## config.mk

```make
export PLATFORM = sky130hd
export DESIGN_NAME = udp_tx
export DESIGN_NICKNAME = d
export VERILOG_FILES = /design/src/rtl/udp_tx_pkg.sv /design/src/rtl/ip_header_gen.sv /design/src/rtl/eth_crc32.sv /design/src/rtl/udp_frame_fsm.sv /design/src/rtl/udp_tx.sv
export SDC_FILE = /design/constraint.sdc
export NUM_CORES = 1
export LEC_CHECK = 0
export ABC_AREA = 1
export BUFFER_PORTS_ARGS = -buffer_cell sky130_fd_sc_hd__buf_2
export CORE_ASPECT_RATIO = 1.4
export CORE_MARGIN = 3
export CORE_UTILIZATION = 41
export DETAILED_ROUTE_END_ITERATION = 10
export GPL_TIMING_DRIVEN = 0
export SLEW_MARGIN = 40
export SYNTH_ARGS = -nofsm -noshare
export SYNTH_HDL_FRONTEND = slang
export SYNTH_HIERARCHICAL = 1
export SYNTH_SLANG_ARGS = --single-unit
```

## constraint.sdc

```tcl
create_clock -name clk -period 10.8 [get_ports clk]
set_clock_uncertainty 0.1 [all_clocks]
set_input_delay 1.62 -clock clk [delete_from_list [all_inputs] [get_ports clk]]
set_output_delay 1.62 -clock clk [all_outputs]
set_load 0.05 [all_outputs]
```

## src/rtl/udp_tx_pkg.sv

```systemverilog
package udp_tx_pkg;

    // ********************
    // widths
    // ********************
    typedef logic [7:0]  byte_t;   // gmii / frame byte
    typedef logic [31:0] word_t;   // payload word and header word
    typedef logic [15:0] len_t;    // byte counts and length fields
    typedef logic [47:0] mac_t;
    typedef logic [31:0] ip_t;
    typedef logic [31:0] crc_t;

    // frame segments in transmit order
    typedef enum logic [2:0] {
        ST_IDLE,
        ST_CHECK_SUM,
        ST_PREAMBLE,
        ST_ETH_HEAD,
        ST_IP_HEAD,
        ST_TX_DATA,
        ST_CRC
    } frame_state_t;

    // ********************
    // addresses
    // ********************
    localparam mac_t BOARD_MAC       = 48'h00_11_22_33_44_55;
    localparam ip_t  BOARD_IP        = {8'd192, 8'd168, 8'd1, 8'd10};
    localparam mac_t DEFAULT_DES_MAC = 48'hff_ff_ff_ff_ff_ff;   // broadcast
    localparam ip_t  DEFAULT_DES_IP  = {8'd192, 8'd168, 8'd1, 8'd102};

    // ********************
    // protocol fields
    // ********************
    localparam len_t  ETH_TYPE_IP  = 16'h0800;
    localparam byte_t IP_VER_IHL   = 8'h45;      // v4, 5 words
    localparam len_t  IP_FLAGS_DF  = 16'h4000;   // don't fragment, offset 0
    localparam byte_t IP_TTL       = 8'h40;
    localparam byte_t UDP_PROTO    = 8'd17;
    localparam len_t  UDP_PORT     = 16'd1234;   // source and destination
    // 46 byte minimum eth payload minus ip and udp headers
    localparam len_t  MIN_DATA_NUM = 16'd18;
    localparam len_t  IP_HEAD_LEN  = 16'd20;
    localparam len_t  UDP_HEAD_LEN = 16'd8;

    // segment sizes in bytes, ip head in words
    localparam int PREAMBLE_LEN  = 8;
    localparam int ETH_HEAD_LEN  = 14;
    localparam int IP_HEAD_WORDS = 7;   // 5 ip + 2 udp
    localparam int FCS_LEN       = 4;

    localparam byte_t SFD_BYTE      = 8'hd5;
    localparam byte_t PREAMBLE_BYTE = 8'h55;

    // 0x04C11DB7 bit reversed, for the lsb first crc
    localparam crc_t CRC_POLY_REFL = 32'hedb8_8320;

endpackage

```

## src/rtl/ip_header_gen.sv

```systemverilog
module ip_header_gen (
    input  logic              clk,
    input  logic              rst_n,
    input  logic              start,
    input  udp_tx_pkg::len_t  tx_byte_num,
    input  udp_tx_pkg::mac_t  des_mac,
    input  udp_tx_pkg::ip_t   des_ip,
    input  logic [2:0]        hdr_sel,
    output udp_tx_pkg::word_t hdr_word,
    output udp_tx_pkg::mac_t  dst_mac,
    output udp_tx_pkg::len_t  data_num,
    output logic              hdr_ready
);
    import udp_tx_pkg::*;

    word_t      hdr_mem [IP_HEAD_WORDS];   // ip words 0..4, udp words 5..6
    len_t       ip_id;                     // identification counter
    logic       calc_on;
    logic [1:0] calc_cnt;
    word_t      check_sum;
    word_t      sum_all;
    logic       load;

    // no relatch while a header is being finished
    assign load = start && !calc_on && !hdr_ready;

    // ones complement sum over the ip header halves
    always_comb begin
        sum_all = '0;
        for (int i = 0; i < int'(IP_HEAD_LEN) / 4; i++) begin
            sum_all = sum_all + word_t'(hdr_mem[i][31:16]) + word_t'(hdr_mem[i][15:0]);
        end
    end

    // ********************
    // control
    // ********************
    always_ff @(posedge clk or negedge rst_n) begin
        if (!rst_n) begin
            ip_id     <= '0;
            calc_on   <= 1'b0;
            calc_cnt  <= 2'd0;
            hdr_ready <= 1'b0;
        end else begin
            hdr_ready <= 1'b0;
            if (load) begin
                ip_id    <= ip_id + 16'd1;
                calc_on  <= 1'b1;
                calc_cnt <= 2'd0;
            end else if (calc_on) begin
                calc_cnt <= calc_cnt + 2'd1;
                if (calc_cnt == 2'd3) begin
                    calc_on   <= 1'b0;
                    hdr_ready <= 1'b1;   // checksum written this edge
                end
            end
        end
    end

    // ********************
    // header words
    // ********************
    always_ff @(posedge clk) begin
        if (load) begin
            data_num   <= tx_byte_num;
            dst_mac    <= (des_mac != '0) ? des_mac : DEFAULT_DES_MAC;
            hdr_mem[0] <= {IP_VER_IHL, 8'h00, tx_byte_num + IP_HEAD_LEN + UDP_HEAD_LEN};
            hdr_mem[1] <= {ip_id + 16'd1, IP_FLAGS_DF};
            hdr_mem[2] <= {IP_TTL, UDP_PROTO, 16'h0000};   // checksum filled in later
            hdr_mem[3] <= BOARD_IP;
            hdr_mem[4] <= (des_ip != '0) ? des_ip : DEFAULT_DES_IP;
            hdr_mem[5] <= {UDP_PORT, UDP_PORT};
            hdr_mem[6] <= {tx_byte_num + UDP_HEAD_LEN, 16'h0000};   // udp checksum unused
        end else if (calc_on) begin
            case (calc_cnt)
                2'd0:       check_sum <= sum_all;
                // fold carry
                2'd1, 2'd2: check_sum <= word_t'(check_sum[31:16]) + word_t'(check_sum[15:0]);
                default:    hdr_mem[2][15:0] <= ~check_sum[15:0];
            endcase
        end
    end

    assign hdr_word = (hdr_sel < 3'(IP_HEAD_WORDS)) ? hdr_mem[hdr_sel] : '0;

endmodule

```

## src/rtl/eth_crc32.sv

```systemverilog
module eth_crc32 (
    input  logic              clk,
    input  logic              rst_n,
    input  logic              crc_en,
    input  logic              crc_clr,
    input  udp_tx_pkg::byte_t crc_byte,
    output udp_tx_pkg::crc_t  crc_value
);
    import udp_tx_pkg::*;

    crc_t crc_q;
    crc_t crc_nxt;

    // reflected crc, one byte per enable, lsb of the byte first
    always_comb begin
        crc_nxt = crc_q ^ crc_t'(crc_byte);
        for (int i = 0; i < 8; i++) begin
            if (crc_nxt[0]) begin
                crc_nxt = (crc_nxt >> 1) ^ CRC_POLY_REFL;
            end else begin
                crc_nxt = crc_nxt >> 1;
            end
        end
    end

    always_ff @(posedge clk or negedge rst_n) begin
        if (!rst_n) begin
            crc_q <= '1;
        end else if (crc_clr) begin
            crc_q <= '1;   // ready for the next frame
        end else if (crc_en) begin
            crc_q <= crc_nxt;
        end
    end

    // running value, the fsm inverts it for the fcs
    assign crc_value = crc_q;

endmodule

```

## src/rtl/udp_frame_fsm.sv

```systemverilog
module udp_frame_fsm (
    input  logic              clk,
    input  logic              rst_n,
    input  logic              hdr_ready,
    input  udp_tx_pkg::word_t hdr_word,
    input  udp_tx_pkg::mac_t  dst_mac,
    input  udp_tx_pkg::len_t  data_num,
    input  udp_tx_pkg::word_t tx_data,
    input  udp_tx_pkg::crc_t  crc_value,
    output logic [2:0]        hdr_sel,
    output logic              busy,
    output logic              tx_req,
    output logic              tx_done,
    output logic              gmii_tx_en,
    output udp_tx_pkg::byte_t gmii_txd,
    output logic              crc_en,
    output udp_tx_pkg::byte_t crc_byte,
    output logic              crc_clr
);
    import udp_tx_pkg::*;

    frame_state_t                  state;        // segment of the byte on gmii_txd
    frame_state_t                  next_state;
    logic [4:0]                    byte_cnt;     // index in preamble/eth/ip/fcs
    logic [4:0]                    cnt_nxt;
    len_t                          data_cnt;     // payload + pad index
    len_t                          dcnt_nxt;
    len_t                          real_num;
    logic [1:0]                    byte_sel;
    logic                          seg_last;
    logic                          seg_change;
    byte_t                         txd_nxt;
    logic                          req_nxt;
    logic                          done_nxt;
    logic [8*ETH_HEAD_LEN-1:0]     eth_hdr;

    assign real_num = (data_num >= MIN_DATA_NUM) ? data_num : MIN_DATA_NUM;
    assign eth_hdr  = {dst_mac, BOARD_MAC, ETH_TYPE_IP};

    // ********************
    // next state
    // ********************
    always_comb begin
        case (state)
            ST_PREAMBLE: seg_last = (byte_cnt == 5'(PREAMBLE_LEN - 1));
            ST_ETH_HEAD: seg_last = (byte_cnt == 5'(ETH_HEAD_LEN - 1));
            ST_IP_HEAD:  seg_last = (byte_cnt == 5'(IP_HEAD_WORDS * 4 - 1));
            ST_TX_DATA:  seg_last = (data_cnt == real_num - 16'd1);
            ST_CRC:      seg_last = (byte_cnt == 5'(FCS_LEN - 1));
            default:     seg_last = 1'b0;
        endcase
    end

    always_comb begin
        next_state = state;
        case (state)
            // header checksum runs in ip_header_gen while we wait here
            ST_IDLE, ST_CHECK_SUM: if (hdr_ready) next_state = ST_PREAMBLE;
            ST_PREAMBLE: if (seg_last) next_state = ST_ETH_HEAD;
            ST_ETH_HEAD: if (seg_last) next_state = ST_IP_HEAD;
            ST_IP_HEAD:  if (seg_last) next_state = ST_TX_DATA;
            ST_TX_DATA:  if (seg_last) next_state = ST_CRC;
            ST_CRC:      if (seg_last) next_state = ST_IDLE;
            default:     next_state = ST_IDLE;
        endcase
    end

    // index of the byte that goes out on the next edge
    assign seg_change = (next_state != state);
    assign cnt_nxt    = (seg_change || next_state == ST_IDLE) ? 5'd0 : byte_cnt + 5'd1;
    assign dcnt_nxt   = (next_state == ST_TX_DATA && !seg_change) ? data_cnt + 16'd1 : '0;
    assign byte_sel   = (next_state == ST_TX_DATA) ? dcnt_nxt[1:0] : cnt_nxt[1:0];
    assign hdr_sel    = cnt_nxt[4:2];

    // ********************
    // byte mux
    // ********************
    always_comb begin
        case (next_state)
            ST_PREAMBLE: txd_nxt = (cnt_nxt == 5'(PREAMBLE_LEN - 1)) ? SFD_BYTE : PREAMBLE_BYTE;
            ST_ETH_HEAD: txd_nxt = eth_hdr[8 * (ETH_HEAD_LEN - 1 - int'(cnt_nxt)) +: 8];
            ST_IP_HEAD:  txd_nxt = hdr_word[8 * (3 - int'(byte_sel)) +: 8];   // msb first
            // payload lsb first, zero pad past n
            ST_TX_DATA:  txd_nxt = (dcnt_nxt < data_num) ? tx_data[8 * byte_sel +: 8] : '0;
            // reflected register, so low byte goes out first as is
            ST_CRC:      txd_nxt = ~crc_value[8 * byte_sel +: 8];
            default:     txd_nxt = '0;
        endcase
    end

    // request the next word while byte 2 of the current one is out
    assign req_nxt = (next_state == ST_IP_HEAD && cnt_nxt == 5'(IP_HEAD_WORDS * 4 - 2)) ||
                     (next_state == ST_TX_DATA && byte_sel == 2'd2 &&
                      dcnt_nxt + 16'd2 < data_num);

    assign done_nxt = (state == ST_CRC) && seg_last;

    // crc sees each byte as it is registered onto gmii_txd
    assign crc_en   = (next_state inside {ST_ETH_HEAD, ST_IP_HEAD, ST_TX_DATA});
    assign crc_byte = txd_nxt;
    assign busy     = (state != ST_IDLE);

    // ********************
    // registers
    // ********************
    always_ff @(posedge clk or negedge rst_n) begin
        if (!rst_n) begin
            state      <= ST_IDLE;
            byte_cnt   <= 5'd0;
            data_cnt   <= '0;
            tx_req     <= 1'b0;
            tx_done    <= 1'b0;
            crc_clr    <= 1'b0;
            gmii_tx_en <= 1'b0;
            gmii_txd   <= '0;
        end else begin
            state      <= next_state;
            byte_cnt   <= cnt_nxt;
            data_cnt   <= dcnt_nxt;
            tx_req     <= req_nxt;
            tx_done    <= done_nxt;   // one cycle after the last fcs byte
            crc_clr    <= done_nxt;
            gmii_tx_en <= (next_state != ST_IDLE);
            gmii_txd   <= txd_nxt;
        end
    end

endmodule

```

## src/rtl/udp_tx.sv

```systemverilog
module udp_tx (
    input  logic              clk,
    input  logic              rst_n,
    input  logic              tx_start_en,
    input  udp_tx_pkg::word_t tx_data,
    input  udp_tx_pkg::len_t  tx_byte_num,
    input  udp_tx_pkg::mac_t  des_mac,
    input  udp_tx_pkg::ip_t   des_ip,
    output logic              tx_req,
    output logic              tx_done,
    output logic              gmii_tx_en,
    output udp_tx_pkg::byte_t gmii_txd
);
    import udp_tx_pkg::*;

    logic       start_d0;
    logic       start_d1;
    logic       start;
    logic       busy;
    logic       hdr_ready;
    logic [2:0] hdr_sel;
    word_t      hdr_word;
    mac_t       dst_mac;
    len_t       data_num;
    logic       crc_en;
    logic       crc_clr;
    byte_t      crc_byte;
    crc_t       crc_value;

    // ********************
    // start edge
    // ********************
    always_ff @(posedge clk or negedge rst_n) begin
        if (!rst_n) begin
            start_d0 <= 1'b0;
            start_d1 <= 1'b0;
            start    <= 1'b0;
        end else begin
            start_d0 <= tx_start_en;
            start_d1 <= start_d0;
            start    <= start_d0 && !start_d1 && !busy;   // dropped mid frame
        end
    end

    ip_header_gen ip_header_gen_i (
        .clk         (clk),
        .rst_n       (rst_n),
        .start       (start),
        .tx_byte_num (tx_byte_num),
        .des_mac     (des_mac),
        .des_ip      (des_ip),
        .hdr_sel     (hdr_sel),
        .hdr_word    (hdr_word),
        .dst_mac     (dst_mac),
        .data_num    (data_num),
        .hdr_ready   (hdr_ready)
    );

    udp_frame_fsm udp_frame_fsm_i (
        .clk        (clk),
        .rst_n      (rst_n),
        .hdr_ready  (hdr_ready),
        .hdr_word   (hdr_word),
        .dst_mac    (dst_mac),
        .data_num   (data_num),
        .tx_data    (tx_data),
        .crc_value  (crc_value),
        .hdr_sel    (hdr_sel),
        .busy       (busy),
        .tx_req     (tx_req),
        .tx_done    (tx_done),
        .gmii_tx_en (gmii_tx_en),
        .gmii_txd   (gmii_txd),
        .crc_en     (crc_en),
        .crc_byte   (crc_byte),
        .crc_clr    (crc_clr)
    );

    eth_crc32 eth_crc32_i (
        .clk       (clk),
        .rst_n     (rst_n),
        .crc_en    (crc_en),
        .crc_clr   (crc_clr),
        .crc_byte  (crc_byte),
        .crc_value (crc_value)
    );

endmodule

```

==> flow_summary.toml <==
[outcome]
outcome = "finished, final reports clean"

[floorplan]
dieArea_sq_um = 55900
fp.dieH_um = 279
die_w_um = 201
initial_core_util = 0.416
pin_count = 142
core-area_sq_um = 52300
num_rows = 99

[min_path]
hold_path_class = "reg2reg"
worstHoldEndpoint = "start_d1"
holdPathStages = 0
min-delay-start = "start_d0"

[setup_path]
slowest_delay_ns = 0.54
worstSetupPathType = "reg2reg"
reg2reg_from = "ip_header_gen_i/data_num[1]"
rr_worst_depth = 51
start_kind = "register"
cp_slowest_cell = "edfxtp_1"
critPathCaptureType = "register"
worstPathMaxFanout = 10
rrSetupSlack_ns = 3.44
reg2reg_to = "eth_crc32_i/crc_value[26]"
crit_required_ns = 11.22
cp.arrival_ns = 7.77
cp_common_cell = "nand2_1"

[timing]
setup_violations = 0
period_needed_ns = 7.36
worst_pin_slew_ns = 0.873
drv_slew = 0
relSlewSlack = 0.418
grt_setup_unrepaired = "no"
holdWs_ns = 0.280
fmaxAchievable_ghz = 0.136
final-hold-violation-count = 0
fin_tns_setup_ns = 0
finalCritPeriodShare = 0.681

[pwr]
power.density_nw_per_um2 = 330
peakVddDrop_mv = 0.253
leakage_nw = 12.0

[logic_synthesis]
netlist_area_sq_um = 21800
synthTopCellsByArea = "edfxtp_1 (27%), nand2_1 (13%), inv_1 (7.9%)"
synth_seq_cells = 288
synth.largest_area_cell = "edfxtp_1"
ys_seq_area_frac = 0.378
async_flop_share = 0.313
yosysUniqueCellTypes = 69
ys.flop_type = "edfxtp_1"
yosysMostFrequentCell = "nand2_1"
postSynthAreaPerCell_sq_um = 7.89
yosys-top-cells-count = "nand2_1 (766), inv_1 (461), nor2_1 (223), edfxtp_1 (198), nand3_1 (179)"
synth-edff-count = 198
ys_warn_count = 6
synthCells = 2760
synth_top_area_share = 0.273

[global_routing]
overflow = 0
track_usage = 0.236
grt_pass1_wl_mm = 104
grt_pass1_vias = 18800
antenna_found_initial = 0
grt_max_degree = 74

[detailed_routing]
num_vias = 18800
postRouteAntennaNets = 0
viasPerCell = 5.11
route.met3.wl_mm = 3.22
wl_per_cell_um = 18.3
wl_mm = 67.3
drt_iter0_drc = 1123
dr.max_layer_used = "met4"
wl_met1_mm = 25.1
dr.pass1.iters = 6
dr_wl_met2_mm = 35.7
drc = 0

[cells_and_area]
n_antenna_cell = 0
area_delta_synth_final_pct = 12.7
layout.nets = 3257
multi_input_comb_area_sq_um = 11200
stdcell_area_sq_um = 24500
nFillCells = 5264
drive_above_1_share = 0.138
seqCellArea_sq_um = 8240

[clock_tree]
htreeDepth = 1
post_cts.repair.setup_buffers = 0
cts_tree = "built"
cts_sinks = 288
cts.reportedPaths.clkPinSlew_ns = 0.06
clk_path_buf_depth = 3
cts_resized = 0
cts_root_buf = "clkbuf_16"
clkLatencyLatePin_ns = 0.59
cts_made_buffers = 31
hold_buffers = 0

[placement]
port_buffers = 141
place.gp.congestion = 0.969
post_dp_cell_area_sq_um = 23500
dpl.hpwl_mm = 54.0

[run]
maxCapViolCount = 0
## state kept, by name, summed over array words and instances, names as in the netlist
register,count
udp_frame_fsm_i/data_cnt,16
ip_header_gen_i/check_sum,20
ip_header_gen_i/calc_on,1
ip_header_gen_i/dst_mac,48
udp_frame_fsm_i/tx_req,1
start_d0,1
start_d1,1
udp_frame_fsm_i/byte_cnt,5
ip_header_gen_i/calc_cnt,2
udp_frame_fsm_i/state,3
ip_header_gen_i/hdr_ready,1
ip_header_gen_i/data_num,16
start,1
udp_frame_fsm_i/crc_clr,1
udp_frame_fsm_i/gmii_tx_en,1
ip_header_gen_i/ip_id,16
ip_header_gen_i/hdr_mem,114
udp_frame_fsm_i/gmii_txd,8
eth_crc32_i/crc_value,32
## cells by family (layout without fill, tap and decap cells)
| kind of cell | after synthesis | in the layout | synth area share |
|---|---|---|---|
| simple gates | 1347 | 1347 | 0.274 |
| fa+ha+maj | 185 | 185 | 0.127 |
| xor+xnor | 97 | 97 | 0.0429 |
| other cells | 2 | 4 | 0.000345 |
| flops | 288 | 288 | 0.378 |
| compound gates | 263 | 263 | 0.0699 |
| buf+inv | 578 | 782 | 0.107 |
## layer usage
| metal | up-vias | track usage |
|---|---|---|
| met5 | - | 0 |
| met3 | 146 | 0.0262 |
| met4 | 0 | 0.106 |
| met2 | 589 | 0.450 |
| met1 | 8887 | 0.264 |
| li1 | 9152 | - |
## stage by stage
stage,util,cells,power [W],worst slack [ns]
floorplan,-,2762,0.00550,5.38
global placement,0.447,3610,0.00692,3.61
detailed placement,0.450,3615,0.00699,3.54
CTS,0.469,3673,0.00810,3.48
global route,0.469,3673,0.00886,2.85
finish,0.469,3673,0.00811,3.44
## final cells by class
type                            count  area share
Timing Repair Buffer              146      0.0338
Tap cell                          707      0.0361
Sequential cell                   288       0.336
Inverter                          484      0.0741
Clock buffer                       38      0.0331
Multi-Input combinational cell   1896       0.458
Buffer                             94      0.0217
Clock inverter                     20     0.00770
## where the power goes
group | total, W | internal [W] | switching, W
clock network | 0.00107 | 0.000606 | 0.000463
logic | 0.00530 | 0.00176 | 0.00354
registers | 0.00174 | 0.00153 | 0.000201
total | 0.00811 | 0.00390 | 0.00420
## critical path: cells and delay by family (launching register included)
| kind | cells | cell delay, ns |
|---|---|---|
| AO/OA/AOI/OAI | 3 | 0.75 |
| XOR/XNOR | 1 | 0.20 |
| flip-flops | 1 | 0.54 |
| adder cells (fa/ha/maj) | 1 | 0.20 |
| AND/OR/NAND/NOR | 34 | 3.52 |
| buffers and inverters | 12 | 1.94 |
## cells in the final DEF (no fill, tap or decap), drive strengths merged, types with 4 or more instances in the layout
| cell | synthesis | routed |
|---|---|---|
| buf | 50 | 196 |
| clkinv | 6 | 15 |
| xnor2 | 19 | 19 |
| nand2 | 812 | 812 |
| nand3 | 188 | 188 |
| or2 | 6 | 6 |
| o211ai | 13 | 13 |
| ha | 126 | 126 |
| clkinvlp | 0 | 7 |
| dfstp | 32 | 32 |
| clkbuf | 44 | 82 |
| o22ai | 21 | 21 |
| conb | 2 | 4 |
| nor3 | 31 | 31 |
| xor2 | 77 | 77 |
| edfxtp | 198 | 198 |
| dfrtp | 58 | 58 |
| inv | 478 | 479 |
| nor4 | 15 | 15 |
| nand4 | 39 | 39 |
| a31oi | 4 | 4 |
| o21ai | 118 | 118 |
| a21oi | 77 | 77 |
| nand3b | 7 | 7 |
| nor2 | 244 | 244 |
| o221a | 9 | 9 |
| fa | 59 | 59 |
## how the worst max path moves through the flow
stage	slack, ns	from	depth (start not counted)	end
final	3.44	ip_header_gen_i/data_num[1]	51	eth_crc32_i/crc_value[26]
after global routing	2.85	ip_header_gen_i/data_num[1]	51	eth_crc32_i/crc_value[29]
after CTS	3.48	ip_header_gen_i/data_num[1]	51	eth_crc32_i/crc_value[26]
after detailed placement	3.54	ip_header_gen_i/data_num[1]	51	eth_crc32_i/crc_value[29]
after global placement	3.61	ip_header_gen_i/data_num[1]	51	eth_crc32_i/crc_value[29]
after floorplan	5.38	ip_header_gen_i/data_num[7]	51	eth_crc32_i/crc_value[18]
(Power assumes the default switching activity.)
